==> src/verilog/uart_defines.svh <==
`ifndef UART_DEFINES_SVH
`define UART_DEFINES_SVH

// data bits carried by one frame
`define UART_DATA_W 8

// tx_clk cycles between two sample ticks
`define UART_CLKS_PER_SAMPLE 2

// sample ticks per bit, so one bit lasts 16 clocks
`define UART_SAMPLES_PER_BIT 8

// flops in the rx input synchronizer
`define UART_SYNC_STAGES 3

// 0 = even parity, 1 = odd parity
`define UART_PARITY_ODD 0

`endif

==> src/verilog/uart_frame_pkg.sv <==
`default_nettype none

`include "uart_defines.svh"

package uart_frame_pkg;

	// start + data + parity + stop
	localparam int UART_FRAME_BITS = `UART_DATA_W + 3;

	typedef logic [`UART_DATA_W-1:0] uart_data_t;      // one data byte
	typedef logic [UART_FRAME_BITS-1:0] uart_frame_t;  // frame in send order, bit 0 goes first
	typedef logic [3:0] uart_bit_idx_t;                // bit position inside a frame

	// parity bit for a byte, same rule on both sides of the link
	function automatic logic uart_parity(input uart_data_t data);
		logic par;
		par = ^data;                              // even parity
		if (`UART_PARITY_ODD != 0) begin
			par = ~par;                           // odd parity flips it
		end
		return par;
	endfunction

endpackage

`default_nettype wire

==> src/verilog/uart_ctrl_pkg.sv <==
`default_nettype none

`include "uart_defines.svh"

package uart_ctrl_pkg;

	typedef enum logic {
		TX_IDLE,   // line held at stop level
		TX_SEND    // shifting the frame out
	} tx_state_t;

	typedef enum logic [2:0] {
		RX_IDLE,   // waiting for start_seen
		RX_START,  // start bit confirmed, data bit 0 next
		RX_DATA,   // collecting data bits 1..7
		RX_PARITY, // parity bit next
		RX_STOP    // stop bit next, then judge
	} rx_state_t;

	typedef logic [$clog2(`UART_SAMPLES_PER_BIT)-1:0] sample_cnt_t;  // sample ticks in a bit
	typedef logic [$clog2(`UART_CLKS_PER_SAMPLE)-1:0] clk_div_t;     // clocks in a sample

endpackage

`default_nettype wire

==> src/verilog/uart_rx_sample_if.sv <==
`default_nettype none

interface uart_rx_sample_if;

	logic rx_bit;      // synchronized serial level
	logic bit_strobe;  // one-cycle pulse at each bit centre after start
	logic start_seen;  // one-cycle pulse, start bit still low at its centre
	logic in_frame;    // deframer busy with a frame

	// front drives the strobes and listens to in_frame
	modport front (output rx_bit, output bit_strobe, output start_seen, input in_frame);

	modport deframer (input rx_bit, input bit_strobe, input start_seen, output in_frame);

endinterface

`default_nettype wire

==> src/verilog/uart_baud_gen.sv <==
`default_nettype none

`include "uart_defines.svh"

module uart_baud_gen (
	input  wire  i_tx_clk,
	input  wire  i_reset_tx,
	output logic o_sample_tick,  // one pulse every UART_CLKS_PER_SAMPLE clocks
	output logic o_bit_tick      // every UART_SAMPLES_PER_BIT-th sample tick
);
	import uart_ctrl_pkg::*;

	localparam clk_div_t    DIV_LAST  = clk_div_t'(`UART_CLKS_PER_SAMPLE - 1);
	localparam sample_cnt_t TICK_LAST = sample_cnt_t'(`UART_SAMPLES_PER_BIT - 1);

	clk_div_t    div_cnt;   // clocks inside the current sample
	sample_cnt_t tick_cnt;  // sample ticks inside the current bit

	always_ff @(posedge i_tx_clk) begin
		if (i_reset_tx) begin
			div_cnt  <= '0;
			tick_cnt <= '0;
		end else if (div_cnt == DIV_LAST) begin
			div_cnt  <= '0;
			tick_cnt <= (tick_cnt == TICK_LAST) ? '0 : tick_cnt + 1'b1;  // wrap at bit end
		end else begin
			div_cnt <= div_cnt + 1'b1;
		end
	end

	assign o_sample_tick = (div_cnt == DIV_LAST);
	assign o_bit_tick    = o_sample_tick && (tick_cnt == TICK_LAST);  // last sample of the bit

endmodule

`default_nettype wire

==> src/verilog/uart_tx.sv <==
`default_nettype none

module uart_tx (
	input  wire                       i_tx_clk,
	input  wire                       i_reset_tx,
	input  wire                       i_bit_tick,  // bit boundary from the divider
	input  wire                       i_enable,    // load request, taken only when idle
	input  wire uart_frame_pkg::uart_data_t i_data,
	output logic                      o_busy,
	output logic                      o_serial
);
	import uart_frame_pkg::*;
	import uart_ctrl_pkg::*;

	// index reached after the stop bit has gone out
	localparam uart_bit_idx_t END_IDX = uart_bit_idx_t'(UART_FRAME_BITS);

	tx_state_t     state;
	uart_frame_t   shift_reg;  // remaining bits, lsb is next on the line
	uart_bit_idx_t bit_idx;    // bits already driven onto o_serial

	logic accept;              // enable taken this cycle
	logic advance;             // bit boundary while sending

	assign accept  = (state == TX_IDLE) && i_enable;
	assign advance = (state == TX_SEND) && i_bit_tick;

	always_ff @(posedge i_tx_clk) begin
		if (i_reset_tx) begin
			state    <= TX_IDLE;
			bit_idx  <= '0;
			o_serial <= 1'b1;                // idle line is high
		end else begin
			case (state)
				TX_IDLE: begin
					if (i_enable) begin
						state   <= TX_SEND;
						bit_idx <= '0;
					end
				end
				TX_SEND: begin
					if (i_bit_tick) begin
						if (bit_idx == END_IDX) begin
							state <= TX_IDLE;    // stop bit done, line stays high
						end else begin
							o_serial <= shift_reg[0];
							bit_idx  <= bit_idx + 1'b1;
						end
					end
				end
				default: state <= TX_IDLE;
			endcase
		end
	end

	// frame is {stop, parity, data, start}, shifted right with ones filling in
	always_ff @(posedge i_tx_clk) begin
		if (accept) begin
			shift_reg <= {1'b1, uart_parity(i_data), i_data, 1'b0};
		end else if (advance) begin
			shift_reg <= {1'b1, shift_reg[UART_FRAME_BITS-1:1]};
		end
	end

	assign o_busy = (state == TX_SEND);   // rises the cycle after accept

endmodule

`default_nettype wire

==> src/verilog/uart_rx_front.sv <==
`default_nettype none

`include "uart_defines.svh"

module uart_rx_front (
	input  wire                i_tx_clk,
	input  wire                i_reset_tx,
	input  wire                i_sample_tick,
	input  wire                i_serial,   // raw line, asynchronous to us
	uart_rx_sample_if.front    sample
);
	import uart_ctrl_pkg::*;

	localparam int          SYNC_N   = `UART_SYNC_STAGES;
	localparam sample_cnt_t MID_CNT  = sample_cnt_t'(`UART_SAMPLES_PER_BIT / 2 - 1);
	localparam sample_cnt_t LAST_CNT = sample_cnt_t'(`UART_SAMPLES_PER_BIT - 1);

	logic [SYNC_N-1:0] sync_ff;    // msb is the settled level
	logic              rx_prev;    // last settled level, for the edge
	logic              hunting;    // edge seen, waiting for the start centre
	sample_cnt_t       phase_cnt;  // sample ticks since the edge or the last centre

	logic rx_sync;
	logic fall_edge;
	logic searching;               // allowed to look for a new start edge

	assign rx_sync   = sync_ff[SYNC_N-1];
	assign fall_edge = rx_prev && !rx_sync;
	assign searching = !(sample.in_frame || hunting || sample.start_seen);

	assign sample.rx_bit = rx_sync;

	always_ff @(posedge i_tx_clk) begin
		if (i_reset_tx) begin
			sync_ff           <= '1;                   // line idles high
			rx_prev           <= 1'b1;
			hunting           <= 1'b0;
			phase_cnt         <= '0;
			sample.start_seen <= 1'b0;
			sample.bit_strobe <= 1'b0;
		end else begin
			sync_ff           <= {sync_ff[SYNC_N-2:0], i_serial};
			rx_prev           <= rx_sync;
			sample.start_seen <= 1'b0;
			sample.bit_strobe <= 1'b0;
			if (fall_edge && searching) begin
				hunting   <= 1'b1;                       // phase restarts at the edge
				phase_cnt <= '0;
			end else if (i_sample_tick) begin
				phase_cnt <= (phase_cnt == LAST_CNT) ? '0 : phase_cnt + 1'b1;
				if (hunting && phase_cnt == MID_CNT) begin
					hunting           <= 1'b0;
					phase_cnt         <= '0;             // bit centres from here on
					sample.start_seen <= !rx_sync;       // a glitch is dropped quietly
				end else if (sample.in_frame && phase_cnt == LAST_CNT) begin
					sample.bit_strobe <= 1'b1;
				end
			end
		end
	end

endmodule

`default_nettype wire

==> src/verilog/uart_rx_deframer.sv <==
`default_nettype none

`include "uart_defines.svh"

module uart_rx_deframer (
	input  wire                         i_tx_clk,
	input  wire                         i_reset_tx,
	uart_rx_sample_if.deframer          sample,
	output uart_frame_pkg::uart_data_t  o_received_data,
	output logic                        o_data_valid,
	output logic                        o_rx_error
);
	import uart_frame_pkg::*;
	import uart_ctrl_pkg::*;

	localparam uart_bit_idx_t LAST_DATA = uart_bit_idx_t'(`UART_DATA_W - 1);

	rx_state_t     state;
	uart_data_t    shift_reg;   // data bits, lsb arrives first
	uart_bit_idx_t bit_idx;     // next data bit to be stored
	logic          par_bit;     // parity as seen on the line

	logic frame_ok;             // parity matches and stop is high

	assign frame_ok        = (par_bit == uart_parity(shift_reg)) && sample.rx_bit;
	assign sample.in_frame = (state != RX_IDLE);

	always_ff @(posedge i_tx_clk) begin
		if (i_reset_tx) begin
			state        <= RX_IDLE;
			bit_idx      <= '0;
			o_data_valid <= 1'b0;
			o_rx_error   <= 1'b0;
		end else begin
			o_data_valid <= 1'b0;
			o_rx_error   <= 1'b0;
			case (state)
				RX_IDLE: begin
					if (sample.start_seen) state <= RX_START;
				end
				RX_START: begin
					if (sample.bit_strobe) begin
						bit_idx <= uart_bit_idx_t'(1);   // bit 0 taken here
						state   <= RX_DATA;
					end
				end
				RX_DATA: begin
					if (sample.bit_strobe) begin
						if (bit_idx == LAST_DATA) state <= RX_PARITY;
						else bit_idx <= bit_idx + 1'b1;
					end
				end
				RX_PARITY: begin
					if (sample.bit_strobe) state <= RX_STOP;
				end
				RX_STOP: begin
					if (sample.bit_strobe) begin
						o_data_valid <= frame_ok;        // exactly one of the two pulses
						o_rx_error   <= !frame_ok;
						state        <= RX_IDLE;
					end
				end
				default: state <= RX_IDLE;
			endcase
		end
	end

	// payload path
	always_ff @(posedge i_tx_clk) begin
		if (sample.bit_strobe && (state == RX_START || state == RX_DATA)) begin
			shift_reg <= {sample.rx_bit, shift_reg[`UART_DATA_W-1:1]};
		end
		if (sample.bit_strobe && state == RX_PARITY) begin
			par_bit <= sample.rx_bit;
		end
		if (sample.bit_strobe && state == RX_STOP && frame_ok) begin
			o_received_data <= shift_reg;             // bad frames leave the old byte
		end
	end

endmodule

`default_nettype wire

==> src/verilog/uart_top.sv <==
`default_nettype none

module uart_top (
	input  wire                         i_tx_clk,
	input  wire                         i_reset_tx,
	input  wire                         i_enable,
	input  wire uart_frame_pkg::uart_data_t i_data,
	output logic                        o_busy,
	output logic                        o_serial,
	input  wire                         i_serial,    // looped back outside the design
	output uart_frame_pkg::uart_data_t  o_received_data,
	output logic                        o_data_valid,
	output logic                        o_rx_error
);

	logic sample_tick;  // shared divider outputs
	logic bit_tick;

	uart_rx_sample_if sample_if ();

	uart_baud_gen u_baud_gen (
		.i_tx_clk      (i_tx_clk),
		.i_reset_tx    (i_reset_tx),
		.o_sample_tick (sample_tick),
		.o_bit_tick    (bit_tick)
	);

	uart_tx u_tx (
		.i_tx_clk   (i_tx_clk),
		.i_reset_tx (i_reset_tx),
		.i_bit_tick (bit_tick),
		.i_enable   (i_enable),
		.i_data     (i_data),
		.o_busy     (o_busy),
		.o_serial   (o_serial)
	);

	uart_rx_front u_rx_front (
		.i_tx_clk      (i_tx_clk),
		.i_reset_tx    (i_reset_tx),
		.i_sample_tick (sample_tick),  // rx keeps its own phase, no bit_tick
		.i_serial      (i_serial),
		.sample        (sample_if.front)
	);

	uart_rx_deframer u_rx_deframer (
		.i_tx_clk        (i_tx_clk),
		.i_reset_tx      (i_reset_tx),
		.sample          (sample_if.deframer),
		.o_received_data (o_received_data),
		.o_data_valid    (o_data_valid),
		.o_rx_error      (o_rx_error)
	);

endmodule

`default_nettype wire

==> config.mk <==
export PLATFORM = sky130hd
export DESIGN_NAME = uart_top
export DESIGN_NICKNAME = d
export VERILOG_FILES = /design/src/verilog/uart_frame_pkg.sv /design/src/verilog/uart_ctrl_pkg.sv /design/src/verilog/uart_rx_sample_if.sv /design/src/verilog/uart_baud_gen.sv /design/src/verilog/uart_tx.sv /design/src/verilog/uart_rx_front.sv /design/src/verilog/uart_rx_deframer.sv /design/src/verilog/uart_top.sv
export VERILOG_INCLUDE_DIRS = /design/src /design/src/verilog
export SDC_FILE = /design/constraint.sdc
export NUM_CORES = 1
export LEC_CHECK = 0
export BUFFER_PORTS_ARGS = -buffer_cell sky130_fd_sc_hd__buf_4
export CELL_PAD_IN_SITES_DETAIL_PLACEMENT = 0
export CELL_PAD_IN_SITES_GLOBAL_PLACEMENT = 1
export CORE_UTILIZATION = 45
export DETAILED_ROUTE_END_ITERATION = 7
export PLACE_DENSITY_LB_ADDON = 0.1
export SYNTH_ARGS = -nofsm -noshare
export SYNTH_HDL_FRONTEND = slang
export SYNTH_SLANG_ARGS = --single-unit
==> constraint.sdc <==
create_clock -name i_tx_clk -period 5.2 [get_ports i_tx_clk]
set_input_delay 0 -clock i_tx_clk [delete_from_list [all_inputs] [get_ports i_tx_clk]]
set_output_delay 0 -clock i_tx_clk [all_outputs]
set_load 0.1 [all_outputs]
==> metrics.txt <==
Reg clk slew, reported paths 0.10 ns; Worst Max-Slew Pin Slew 0.7543 ns; Layout Nets 245; Fin. Hold Viols 0; max-cap violations 0; antenna-violating nets left 0; # diodes 0; htree depth 2; crit path to u_rx_deframer.o_received_data[7]; Post-CTS Setup Bufs 0; crit path time final 2.051 ns; core footprint 4848 µm²; count leader, synth dfxtp_1; CP max-delay cell and4_1; Cells after Synth 198; Worst-Skew Late Latency 0.30 ns; Max Slew Vio Count 0; number of flip-flops in the largest register 10; Critical Path AT 2.03 ns; DRT iter0 DRCs 65; Num CTS Buffers 5; Synth Area in Compound Gates 9.893%; mapped cell area 2340 µm²; post-synthesis async set-or-reset flop share 0%; Root Driver clkbuf_8; worst path cell trace xor3_1 > or2_4 > mux2i_1 > and4_1; ys flop type dfxtp_1; status completed; Fillers 428; EDFF count, synth 26; vias per cell 5.116; setup TNS 0 ns; gr ovfl total 0; critical path capture point type flip-flop; PD cells 280.2 nW/µm²; Required @ worst endpoint 5.18 ns; routability cong. 0.7469; Yosys cell types 45; Avg Cell Area, Syn 11.82 µm²; r2r startpoint u_rx_deframer.shift_reg[1]; # rows 25; synth cell count leaders dfxtp_1, edfxtp_1, a21oi_1, nand2_1, nor2_1; Final Skew 0.002673 ns; top-area cell type share of the netlist area 33.37%; largest net degree at the start of global routing 27; drc violations 0; DP HPWL 2625 µm; Worst path max stage delay 0.45 ns; Max FO, Critical Path 8; hold path depth 2; Post-Syn Nets 217; critical path startpoint u_rx_deframer.shift_reg[1]; post-synthesis sequential area ratio 59.04%; initial antenna violation count 0; largest family of logic cells by synthesized area simple AND/OR/NAND/NOR gates; All-Layer GR Usage 15.47%; Synth Area in Adders 3.743%; reg2reg path depth 4; Slew headroom 49.61%; Tcrit/Tclk final 39.43%; CTS tree yes; synth top area cells edfxtp_1, dfxtp_1, ha_1; area grow syn2layout 15.94%; RSZ-0062 raised after global routing no; mux contribution to synthesized area 2.139%; post-synthesis simple-gate area fraction 15.61%; IO Count 24; Die Span Y 74.11 µm; largest vdd supply drop 0.0001251 V; R2R Setup Slk 3.15 ns; CP Launch Type flip-flop; Die ar. 5492 µm²; die width 74.11 µm; first-pass GRT wire length 6410 µm; hold_sp i_data[4]; Yosys warning count 0; Post-Synth XOR/XNOR Area 7.219%; wire per inst 12.91 µm; IO buf count 23; post_cts resized 0; Clock Tree Buf Depth 2; layout cell share with drive strength beyond 1 16.74%; drt pass-1 iters 4; CTS sink cnt 56; cell taking the most area after synthesis edfxtp_1; synthesized flop and latch total 56; Final Setup Violations 0; Starting Density 48.26%; Max Freq 0.4877 GHz; Vias 1,504; final WL 3797 µm; RR Endpoint u_rx_deframer.o_received_data[7]; class of the most critical setup path flip-flop to flip-flop; Final Util 55.95%; Leak Pwr 1.046 nW; vias in the first global route 1,471; worst hold path type primary input to flip-flop
[cell families after synthesis]
| family | after synthesis |
|---|---|
| adders and majority gates | 7 |
| muxes | 5 |
| buffers and inverters | 13 |
| AOI/OAI and AO/OA | 34 |
| xor gates and xnor gates | 16 |
| and+or+nand+nor | 67 |
| DFF | 56 |
[what timing repair did]
action | CTS | global route
hold buffers | 6 | 0
endpoints found under the setup margin | 0 | 0
hold endpoints to repair | 6 | 0
[worst max-delay path: cells and delay by family, from the launching register on]
family,cells,cell delay [ns]
simple gates,2,0.69
flops,1,0.43
xor+xnor,1,0.41
mux,1,0.21
[final cells by class]
| cell class | count | area, µm² | area share (%) |
|---|---|---|---|
| sequential | 56 | 1381 | 50.92 |
| multi-input combinational | 129 | 903.4 | 33.30 |
| timing repair buffer | 29 | 232.7 | 8.579 |
| tap | 67 | 83.83 | 3.090 |
| clock buffer | 5 | 68.82 | 2.537 |
| clock inverter | 3 | 23.77 | 0.8764 |
| inverter | 5 | 18.77 | 0.6919 |
[routing by layer]
metal	track usage, %	wire, µm	vias up
li1	-	-	774
met1	19.53	1817	701
met5	0	0	-
met3	2.846	117	4
met4	7.479	34	0
met2	25.66	1828	25
[per-stage QoR]
stage | hold slack [ns] | power (mW) | area (µm²) | setup slack (ns) | instances
final | 0.006389 | 0.7599 | 2713 | 3.149 | 294
after global routing | 0.009432 | 0.7915 | 2713 | 3.024 | 294
after CTS | 0.00009567 | 0.7691 | 2713 | 3.125 | 294
after detailed placement | 0.1883 | 0.5327 | 2560 | 3.162 | 280
after global placement | 0.1869 | 0.5309 | 2560 | 3.245 | 280
after floorplan | 0.1038 | 0.5169 | 2340 | 3.355 | 198
[placed cells by master (no fill, tap or decap), drive strengths merged, types with 5 or more instances in the layout]
cell         instances
a22o                 8
clkbuf               5
dlygate4sd3          6
inv                  5
nand2               13
a21oi               13
or2                  6
ha                   7
buf                 23
nor2                12
nor3                 9
xnor2                7
nand3                8
edfxtp              26
dfxtp               30
xor2                 7
mux2i                5
[report_power, final]
group | leakage (nW) | switching (mW) | internal [mW]
Combinational | 0.521 | 0.0261 | 0.0240
Sequential | 0.485 | 0.00636 | 0.469
Clock | 0.0404 | 0.139 | 0.0956
Total | 1.05 | 0.171 | 0.589
[worst min path at each step]
stage,endpoint
final,u_tx.shift_reg[5]
after global routing,u_tx.shift_reg[5]
after CTS,u_tx.shift_reg[5]
after detailed placement,u_rx_front.sync_ff[0]
after global placement,u_rx_front.sync_ff[0]
after floorplan,u_rx_front.sync_ff[0]
Power figures use the tool's default switching activity.
